### src/logic/xwys_mult_cfg.svh
`ifndef XWYS_MULT_CFG_SVH
`define XWYS_MULT_CFG_SVH

// Operand and row geometry
`define XWYS_WIDTH       16
`define XWYS_ROWS        16
`define XWYS_ROW_WIDTH   17  // 16 bits plus constant-1 slot
`define XWYS_LOW_ROWS    6   // Rows replaced in approximate mode

// Sparse correction words
`define XWYS_CORR_WIDTH  21
`define XWYS_CORR_WORDS  4

`define XWYS_LATENCY     3   // in_valid to out_valid, in cycles

`endif

### src/logic/xwys_mult_pkg.sv
`include "xwys_mult_cfg.svh"

package xwys_mult_pkg;

    // ~~~~~~~~~~~~~~~~~~~~~~~~~~~~~~
    // Partial products
    // ~~~~~~~~~~~~~~~~~~~~~~~~~~~~~~

    // One Baugh-Wooley row, bit 16 only used by first and last rows
    typedef logic [`XWYS_ROW_WIDTH-1:0] pp_row_t;

    // Index is the x bit the row belongs to
    typedef pp_row_t [`XWYS_ROWS-1:0] pp_array_t;

    // ~~~~~~~~~~~~~~~~~~~~~~~~~~~~~~
    // Low-row correction
    // ~~~~~~~~~~~~~~~~~~~~~~~~~~~~~~

    // Unshifted, added at bit 0
    typedef logic [`XWYS_CORR_WIDTH-1:0] corr_word_t;

    typedef corr_word_t [`XWYS_CORR_WORDS-1:0] corr_array_t;

endpackage

### src/logic/approx_compress_stage.sv
`timescale 1ns/1ps

`include "xwys_mult_cfg.svh"

module approx_compress_stage (
    input  logic                       clk,
    input  logic                       arst_n,
    input  xwys_mult_pkg::pp_array_t   rows,
    input  logic                       approx,
    input  logic                       valid,
    output xwys_mult_pkg::pp_array_t   upper_rows,
    output xwys_mult_pkg::pp_array_t   low_rows,
    output xwys_mult_pkg::corr_array_t corr,
    output logic                       approx_q,
    output logic                       valid_q
);

    import xwys_mult_pkg::*;

    localparam int ROWS = `XWYS_ROWS;
    localparam int LOW  = `XWYS_LOW_ROWS;

    pp_array_t   upper_d;
    pp_array_t   low_d;
    corr_array_t corr_d;

    // ~~~~~~~~~~~~~~~~~~~~~~~~~~~~~~
    // Row split
    // ~~~~~~~~~~~~~~~~~~~~~~~~~~~~~~

    always_comb begin
        upper_d = rows;
        low_d   = rows;
        for (int k = 0; k < ROWS; k++) begin
            if (k < LOW) begin
                upper_d[k] = '0;
            end else begin
                low_d[k] = '0;
            end
        end
        if (approx) begin
            low_d = '0;  // Replaced by corr
        end
    end

    // ~~~~~~~~~~~~~~~~~~~~~~~~~~~~~~
    // Correction words
    // ~~~~~~~~~~~~~~~~~~~~~~~~~~~~~~

    // Pairs of neighbouring low rows at fixed product bits
    always_comb begin
        corr_d = '0;
        if (approx) begin
            // Word 0
            corr_d[0][3]  = rows[0][2]  & rows[1][1];
            corr_d[0][5]  = rows[4][1]  ^ rows[5][0];
            corr_d[0][7]  = rows[0][7]  ^ rows[1][6];
            corr_d[0][9]  = rows[2][6]  & rows[3][5];
            corr_d[0][10] = rows[2][7]  & rows[3][6];
            corr_d[0][11] = rows[2][9]  ^ rows[3][8];
            corr_d[0][13] = rows[0][13] ^ rows[1][12];
            corr_d[0][14] = rows[2][11] & rows[3][10];
            corr_d[0][15] = rows[4][10] & rows[5][9];
            corr_d[0][16] = 1'b1;  // Row 1 sign OR'd with 1
            corr_d[0][17] = rows[1][15];
            corr_d[0][18] = rows[2][15] & rows[3][14];
            corr_d[0][19] = rows[4][14] & rows[5][13];
            corr_d[0][20] = rows[4][15] & rows[5][14];

            // Word 1
            corr_d[1][7]  = rows[2][4]  & rows[3][3];
            corr_d[1][10] = rows[4][5]  & rows[5][4];
            corr_d[1][11] = rows[4][7]  ^ rows[5][6];
            corr_d[1][13] = rows[2][10] & rows[3][9];
            corr_d[1][14] = rows[4][10] ^ rows[5][9];
            corr_d[1][16] = rows[2][14] ^ rows[3][13];
            corr_d[1][17] = rows[2][15] ^ rows[3][14];
            corr_d[1][18] = rows[3][15];
            corr_d[1][19] = rows[4][15] ^ rows[5][14];
            corr_d[1][20] = rows[5][15];

            // Word 2, half adder on bit 17
            corr_d[2][17] = rows[4][13] ^ rows[5][12];
            corr_d[2][18] = rows[4][13] & rows[5][12];

            // Word 3
            corr_d[3][18] = rows[4][14] ^ rows[5][13];
        end
    end

    // ~~~~~~~~~~~~~~~~~~~~~~~~~~~~~~
    // Stage 2 registers
    // ~~~~~~~~~~~~~~~~~~~~~~~~~~~~~~

    always_ff @(posedge clk or negedge arst_n) begin
        if (!arst_n) begin
            upper_rows <= '0;
            low_rows   <= '0;
            corr       <= '0;
            approx_q   <= 1'b0;
        end else if (valid) begin
            upper_rows <= upper_d;
            low_rows   <= low_d;
            corr       <= corr_d;
            approx_q   <= approx;
        end
    end

    always_ff @(posedge clk or negedge arst_n) begin
        if (!arst_n) begin
            valid_q <= 1'b0;
        end else begin
            valid_q <= valid;
        end
    end

endmodule

### src/logic/final_sum_stage.sv
`timescale 1ns/1ps

`include "xwys_mult_cfg.svh"

module final_sum_stage (
    input  logic                        clk,
    input  logic                        arst_n,
    input  xwys_mult_pkg::pp_array_t    upper_rows,
    input  xwys_mult_pkg::pp_array_t    low_rows,
    input  xwys_mult_pkg::corr_array_t  corr,
    input  logic                        valid,
    output logic [2*`XWYS_WIDTH-1:0]    z,
    output logic                        out_valid
);

    import xwys_mult_pkg::*;

    localparam int ZW     = 2 * `XWYS_WIDTH;
    localparam int ROWS   = `XWYS_ROWS;
    localparam int LOW    = `XWYS_LOW_ROWS;
    localparam int NCORR  = `XWYS_CORR_WORDS;
    localparam int ROW_W  = $bits(pp_row_t);
    localparam int CORR_W = $bits(corr_word_t);

    logic [ZW-1:0] sum;

    // ~~~~~~~~~~~~~~~~~~~~~~~~~~~~~~
    // Adder tree
    // ~~~~~~~~~~~~~~~~~~~~~~~~~~~~~~

    // Each row sits at its x-bit weight, carries out of bit 31 dropped
    always_comb begin
        sum = '0;
        for (int k = 0; k < LOW; k++) begin
            sum = sum + ({{(ZW-ROW_W){1'b0}}, low_rows[k]} << k);
        end
        for (int k = LOW; k < ROWS; k++) begin
            sum = sum + ({{(ZW-ROW_W){1'b0}}, upper_rows[k]} << k);
        end
        for (int c = 0; c < NCORR; c++) begin
            sum = sum + {{(ZW-CORR_W){1'b0}}, corr[c]};  // Unshifted
        end
    end

    // ~~~~~~~~~~~~~~~~~~~~~~~~~~~~~~
    // Output register
    // ~~~~~~~~~~~~~~~~~~~~~~~~~~~~~~

    always_ff @(posedge clk or negedge arst_n) begin
        if (!arst_n) begin
            z <= '0;
        end else if (valid) begin
            z <= sum;  // Holds while no result is due
        end
    end

    always_ff @(posedge clk or negedge arst_n) begin
        if (!arst_n) begin
            out_valid <= 1'b0;
        end else begin
            out_valid <= valid;
        end
    end

endmodule

### src/logic/pp_gen_stage.sv
`timescale 1ns/1ps

`include "xwys_mult_cfg.svh"

module pp_gen_stage (
    input  logic                    clk,
    input  logic                    arst_n,
    input  logic [`XWYS_WIDTH-1:0]  x,
    input  logic [`XWYS_WIDTH-1:0]  y,
    input  logic                    approx,
    input  logic                    in_valid,
    output xwys_mult_pkg::pp_array_t rows,
    output logic                    approx_q,
    output logic                    valid_q
);

    import xwys_mult_pkg::*;

    localparam int W    = `XWYS_WIDTH;
    localparam int ROWS = `XWYS_ROWS;

    pp_array_t row_d;

    // ~~~~~~~~~~~~~~~~~~~~~~~~~~~~~~
    // Row generation
    // ~~~~~~~~~~~~~~~~~~~~~~~~~~~~~~

    always_comb begin
        for (int k = 0; k < ROWS; k++) begin
            row_d[k]          = '0;
            row_d[k][W-2:0]   = y[W-2:0] & {(W-1){x[k]}};
            row_d[k][W-1]     = ~(y[W-1] & x[k]);  // Sign product inverted
        end

        // Constant 1 at bit 16 of the product
        row_d[0][W] = 1'b1;

        // Last row has the inversion reversed
        row_d[ROWS-1][W-2:0] = ~(y[W-2:0] & {(W-1){x[ROWS-1]}});
        row_d[ROWS-1][W-1]   = y[W-1] & x[ROWS-1];
        row_d[ROWS-1][W]     = 1'b1;  // Lands on bit 31
    end

    // ~~~~~~~~~~~~~~~~~~~~~~~~~~~~~~
    // Stage 1 registers
    // ~~~~~~~~~~~~~~~~~~~~~~~~~~~~~~

    always_ff @(posedge clk or negedge arst_n) begin
        if (!arst_n) begin
            rows     <= '0;
            approx_q <= 1'b0;
        end else if (in_valid) begin  // Hold rows between operands
            rows     <= row_d;
            approx_q <= approx;
        end
    end

    always_ff @(posedge clk or negedge arst_n) begin
        if (!arst_n) begin
            valid_q <= 1'b0;
        end else begin
            valid_q <= in_valid;
        end
    end

endmodule

### src/logic/xwys_mult_top.sv
`timescale 1ns/1ps

`include "xwys_mult_cfg.svh"

module xwys_mult_top (
    input  logic                            clk,
    input  logic                            arst_n,
    input  logic signed [`XWYS_WIDTH-1:0]   x,
    input  logic signed [`XWYS_WIDTH-1:0]   y,
    input  logic                            approx,
    input  logic                            in_valid,
    output logic signed [2*`XWYS_WIDTH-1:0] z,
    output logic                            out_valid
);

    xwys_mult_pkg::pp_array_t   rows_s1;
    logic                       approx_s1;
    logic                       valid_s1;
    xwys_mult_pkg::pp_array_t   upper_s2;
    xwys_mult_pkg::pp_array_t   low_s2;
    xwys_mult_pkg::corr_array_t corr_s2;
    logic                       valid_s2;

    pp_gen_stage pp_gen_stage_inst (
        .clk      (clk),
        .arst_n   (arst_n),
        .x        (x),
        .y        (y),
        .approx   (approx),
        .in_valid (in_valid),
        .rows     (rows_s1),
        .approx_q (approx_s1),
        .valid_q  (valid_s1)
    );

    approx_compress_stage approx_compress_stage_inst (
        .clk        (clk),
        .arst_n     (arst_n),
        .rows       (rows_s1),
        .approx     (approx_s1),
        .valid      (valid_s1),
        .upper_rows (upper_s2),
        .low_rows   (low_s2),
        .corr       (corr_s2),
        .approx_q   (),          // Final sum ignores the mode
        .valid_q    (valid_s2)
    );

    final_sum_stage final_sum_stage_inst (
        .clk        (clk),
        .arst_n     (arst_n),
        .upper_rows (upper_s2),
        .low_rows   (low_s2),
        .corr       (corr_s2),
        .valid      (valid_s2),
        .z          (z),
        .out_valid  (out_valid)
    );

endmodule

### config.mk
export PLATFORM = sky130hd
export DESIGN_NAME = xwys_mult_top
export DESIGN_NICKNAME = d
export VERILOG_FILES = /design/src/logic/xwys_mult_pkg.sv /design/src/logic/approx_compress_stage.sv /design/src/logic/final_sum_stage.sv /design/src/logic/pp_gen_stage.sv /design/src/logic/xwys_mult_top.sv
export VERILOG_INCLUDE_DIRS = /design/src /design/src/logic
export SDC_FILE = /design/constraint.sdc
export NUM_CORES = 2
export LEC_CHECK = 0
export BUFFER_PORTS_ARGS = -buffer_cell sky130_fd_sc_hd__buf_2
export CORE_UTILIZATION = 40
export DETAILED_ROUTE_END_ITERATION = 10
export PLACE_DENSITY = 0.55
export RECOVER_POWER = 50
export SKIP_LAST_GASP = 1
export SLEW_MARGIN = 0
export SYNTH_ARGS = -nofsm -noshare
export SYNTH_HDL_FRONTEND = slang
export SYNTH_SLANG_ARGS = --single-unit
### constraint.sdc
create_clock -name clk -period 6.7 [get_ports clk]
set_clock_uncertainty 0.2 [all_clocks]
set_input_delay 1.005 -clock clk [delete_from_list [all_inputs] [get_ports clk]]
set_output_delay 1.005 -clock clk [all_outputs]
set_load 0.01 [all_outputs]
==> impl_metrics.env <==
export IMPL_yosys_warnings=0
export IMPL_core_area_sq_mm=0.0759
export IMPL_hold_viol_final=0
export IMPL_n_antenna_cell=0
export IMPL_failed_checks="capacitance limit, slew limit, setup timing"
export IMPL_cts_sinks=578
export IMPL_tns_ns=-4.27
export IMPL_critPathCaptureType="flop"
export IMPL_synth_seq_area_share_pct=47.1
export IMPL_h_tree_depth=3
export IMPL_grt_usage_pct=20.9
export IMPL_dp_hpwl_um=49900
export IMPL_grt_pass1_wl_um=126000
export IMPL_clock_latency_ns=0.61
export IMPL_worstSetupStartpointType="flop"
export IMPL_first_pass_iters=5
export IMPL_antenna_left=0
export IMPL_die_w_um=279
export IMPL_die_area_sq_mm=0.0780
export IMPL_nets=3294
export IMPL_synthCells=2901
export IMPL_ff2ff_setup_slack_ns=-0.37
export IMPL_gp_congestion=0.843
export IMPL_rsz0062_at_grt="true"
export IMPL_synth_edf_count=0
export IMPL_fin_crit_sh_pct=106
export IMPL_clk_path_buf_depth=3
export IMPL_io_pins=69
export IMPL_ys_seq_elements=578
export IMPL_rr_startpoint="approx_compress_stage_inst.low_rows[17]"
export IMPL_worst_pin_slew_ns=5.73
export IMPL_antenna_found_initial=0
export IMPL_syn_avg_cell_area_sq_um=10.6
export IMPL_worstHoldStart="pp_gen_stage_inst.rows[207]"
export IMPL_syn_nets=3257
export IMPL_cts_tree="yes"
export IMPL_yosysUniqueCellTypes=61
export IMPL_routedWlPerCell_um=19.4
export IMPL_start_util_pct=40.5
export IMPL_synth_area_sq_mm=0.0307
export IMPL_path_buf_inv=3
export IMPL_slew_viol_final=297
export IMPL_hold_buffers=0
export IMPL_final_util_pct=46.2
export IMPL_finalSetupViolCount=16
export IMPL_num_vias=20184
export IMPL_grt_max_degree=240
export IMPL_gr_total_overflow=0
export IMPL_ctsRootBufferMaster="clkbuf_16"
export IMPL_crit_family="adder cells"
export IMPL_outcome="complete, but fails checks"
export IMPL_cp_max_fo=3
export IMPL_cp_common_cell="fa_2"
export IMPL_syn2layout_area_growth_pct=14.2
export IMPL_drt_iter0_drc=1261
export IMPL_layout_setup_ws_ns=-0.373
export IMPL_grt_pass1_vias=21443
export IMPL_numCtsBuffers=67
export IMPL_crit_path_start="approx_compress_stage_inst.low_rows[17]"
export IMPL_critPathKind="flop to flop"
export IMPL_critPathMaxStageDelay_ns=0.56
export IMPL_min_period_ns=7.07
export IMPL_wirelength_um=78000
export IMPL_slew_headroom_pct=-282
export IMPL_rows=101
export IMPL_required_ns=7.01
export IMPL_drc=0
export IMPL_cts_clk_slew_worst_paths_ns=0.06
export IMPL_max_cap_violations=3
export IMPL_hp_class="flop to flop"
export IMPL_async_reset_ff_share_pct=100
export IMPL_critPathSlowestCell="fa_2"
export IMPL_path_cells="ha_2 -> fa_2 -> a21oi_2 -> nand4b_1 -> nand3_2 -> and4b_4 -> or3b_4 -> a311o_1 -> fa_1 -> inv_1 -> fa_1 -> fa_1 -> fa_2 -> fa_2 -> inv_2 -> fa_2 -> ha_4 -> buf_6 -> a21oi_4 -> o21ai_2 -> a31oi_1 -> o22ai_2 -> o21a_1 -> o31ai_2"
export IMPL_fmax_mhz=141
export IMPL_portBuffers=68
export IMPL_die_h_um=279
export IMPL_synthFlopType="dfrtp_1"
export IMPL_layout_drive_gt1_share_pct=16.7
export IMPL_post_drt_via_cell_ratio=5.02
export IMPL_cp_arrival_ns=7.38
## area by class of cell
cell class | instances | area [sq um]
clock buffers | 103 | 2020
clock inverters | 16 | 277
fillers | 7082 | 40800
inverters | 595 | 2230
multi-input cells | 1537 | 13700
flip-flops and latches | 578 | 14500
well taps | 1030 | 1290
repair buffers | 159 | 1100
## metrics by stage
step / hold WS [ns] / cell area, sq um / setup WS [ns] / std cells
5_1_grt: 0.301 / 35100 / -0.587 / 4018
2_1_floorplan: 0.149 / 30800 / -0.0239 / 2901
6_report: 0.279 / 35100 / -0.373 / 4018
3_5_place_dp: 0.268 / 32400 / -0.424 / 3889
3_3_place_gp: 0.263 / 32400 / -0.362 / 3889
4_1_cts: 0.243 / 34900 / -0.435 / 4014
## worst paths after layout
kind / to / cells after the start
worst max register to register: final_sum_stage_inst.z[28] / 24
worst max-delay path: final_sum_stage_inst.z[28] / 24
worst min register to register: approx_compress_stage_inst.upper_rows[207] / 2
worst min-delay path: approx_compress_stage_inst.upper_rows[207] / 2
min in group asynchronous: approx_compress_stage_inst.upper_rows[137] / 1
max in group asynchronous: pp_gen_stage_inst.approx_q / 2
## worst min-delay path, cell delays in order, from the launching register on
cell and delay, ns:
dfrtp_1 0.34, nand2_1 0.05, o21ai_0 0.06
## cell usage after synthesis (2+ instances only)
cell type | instances | area (sq um)
o211ai_1 | 5 | 37.5
nand4_1 | 11 | 68.8
fa_1 | 212 | 4240
nand2b_1 | 2 | 12.5
a211o_1 | 2 | 17.5
a21o_1 | 15 | 113
o21ai_2 | 2 | 17.5
a221o_1 | 2 | 20.0
o31ai_1 | 3 | 22.5
nor4_1 | 2 | 12.5
o21ai_0 | 386 | 1930
buf_2 | 13 | 65.1
ha_1 | 108 | 1350
a31oi_1 | 31 | 194
xor2_1 | 10 | 87.6
o22ai_1 | 7 | 43.8
nand3_1 | 250 | 1250
clkbuf_1 | 161 | 604
inv_1 | 595 | 2230
o21bai_1 | 3 | 22.5
o21ai_1 | 3 | 15.0
a211oi_1 | 7 | 52.6
o21a_1 | 5 | 37.5
mux2_2 | 160 | 1800
mux2i_1 | 3 | 30.0
buf_1 | 16 | 60.1
and3_1 | 4 | 25.0
nor2b_1 | 5 | 31.3
nand2_1 | 53 | 199
dfrtp_1 | 578 | 14500
nor3_1 | 8 | 40.0
o2111ai_1 | 2 | 17.5
nor2_1 | 49 | 184
xnor2_1 | 25 | 219
a21oi_1 | 37 | 185
nand3b_1 | 98 | 736
o211ai_2 | 3 | 37.5
a221oi_1 | 2 | 17.5
## per-layer routing
| layer | up-vias | part of all wire (%) | routed length (um) | track usage, % |
|---|---|---|---|---|
| met2 | 377 | 49 | 38000 | 34.3 |
| met3 | 117 | 3.5 | 2760 | 2.79 |
| met1 | 10282 | 45 | 34900 | 28.6 |
| met4 | 0 | 3.0 | 2350 | 6.82 |
| li1 | 9408 | - | - | - |
| met5 | - | 0 | 0 | 0 |
## sequential cells by signal, indices dropped and copies added (netlist names)
register and cells:
approx_compress_stage_inst.low_rows 97, approx_compress_stage_inst.valid_q 1, pp_gen_stage_inst.valid_q 1, final_sum_stage_inst.out_valid 1, final_sum_stage_inst.z 32, approx_compress_stage_inst.corr 27, pp_gen_stage_inst.rows 257, approx_compress_stage_inst.upper_rows 161
pp_gen_stage_inst.approx_q 1
## cells by family (layout without fill, tap and decap cells)
group	after synthesis	count (layout)	synth area share, %
xor gates and xnor gates	35	35	0.997
and+or+nand+nor	493	493	8.71
muxes	163	163	5.96
adders and majority gates	320	320	18.2
buffers and inverters	786	873	9.66
AOI/OAI and AO/OA	526	526	9.42
DFF	578	578	47.1
## timing repair
action | in CTS | in global routing
resized for setup | 38 | 48
pin swaps | 7 | 22
endpoints found under the setup margin | 17 | 18
setup buffers | 6 | 4
## placed cells by master, fill, tap and decap left out, drive strengths merged, types with 2 or more instances in the layout
master / count
o21ai: 391
o31ai: 3
a21oi: 38
a211o: 2
clkinvlp: 2
nor3: 8
mux2: 160
or3b: 2
ha: 108
nand2: 53
fa: 212
nand3: 251
clkinv: 4
o211ai: 8
inv: 599
o21a: 5
xor2: 10
nand2b: 2
clkbuf: 106
nand3b: 98
o2111ai: 2
o311ai: 2
and3: 4
a21o: 15
a31oi: 32
o21bai: 3
a221o: 2
nor2b: 6
bufinv: 6
a211oi: 7
mux2i: 3
dfrtp: 578
xnor2: 25
buf: 156
nand4: 11
nor4: 3
a221oi: 2
o22ai: 7
nor2: 49
Power is not shown: default switching activity piles up to over one toggle a cycle in this logic, so the estimate is an artifact.
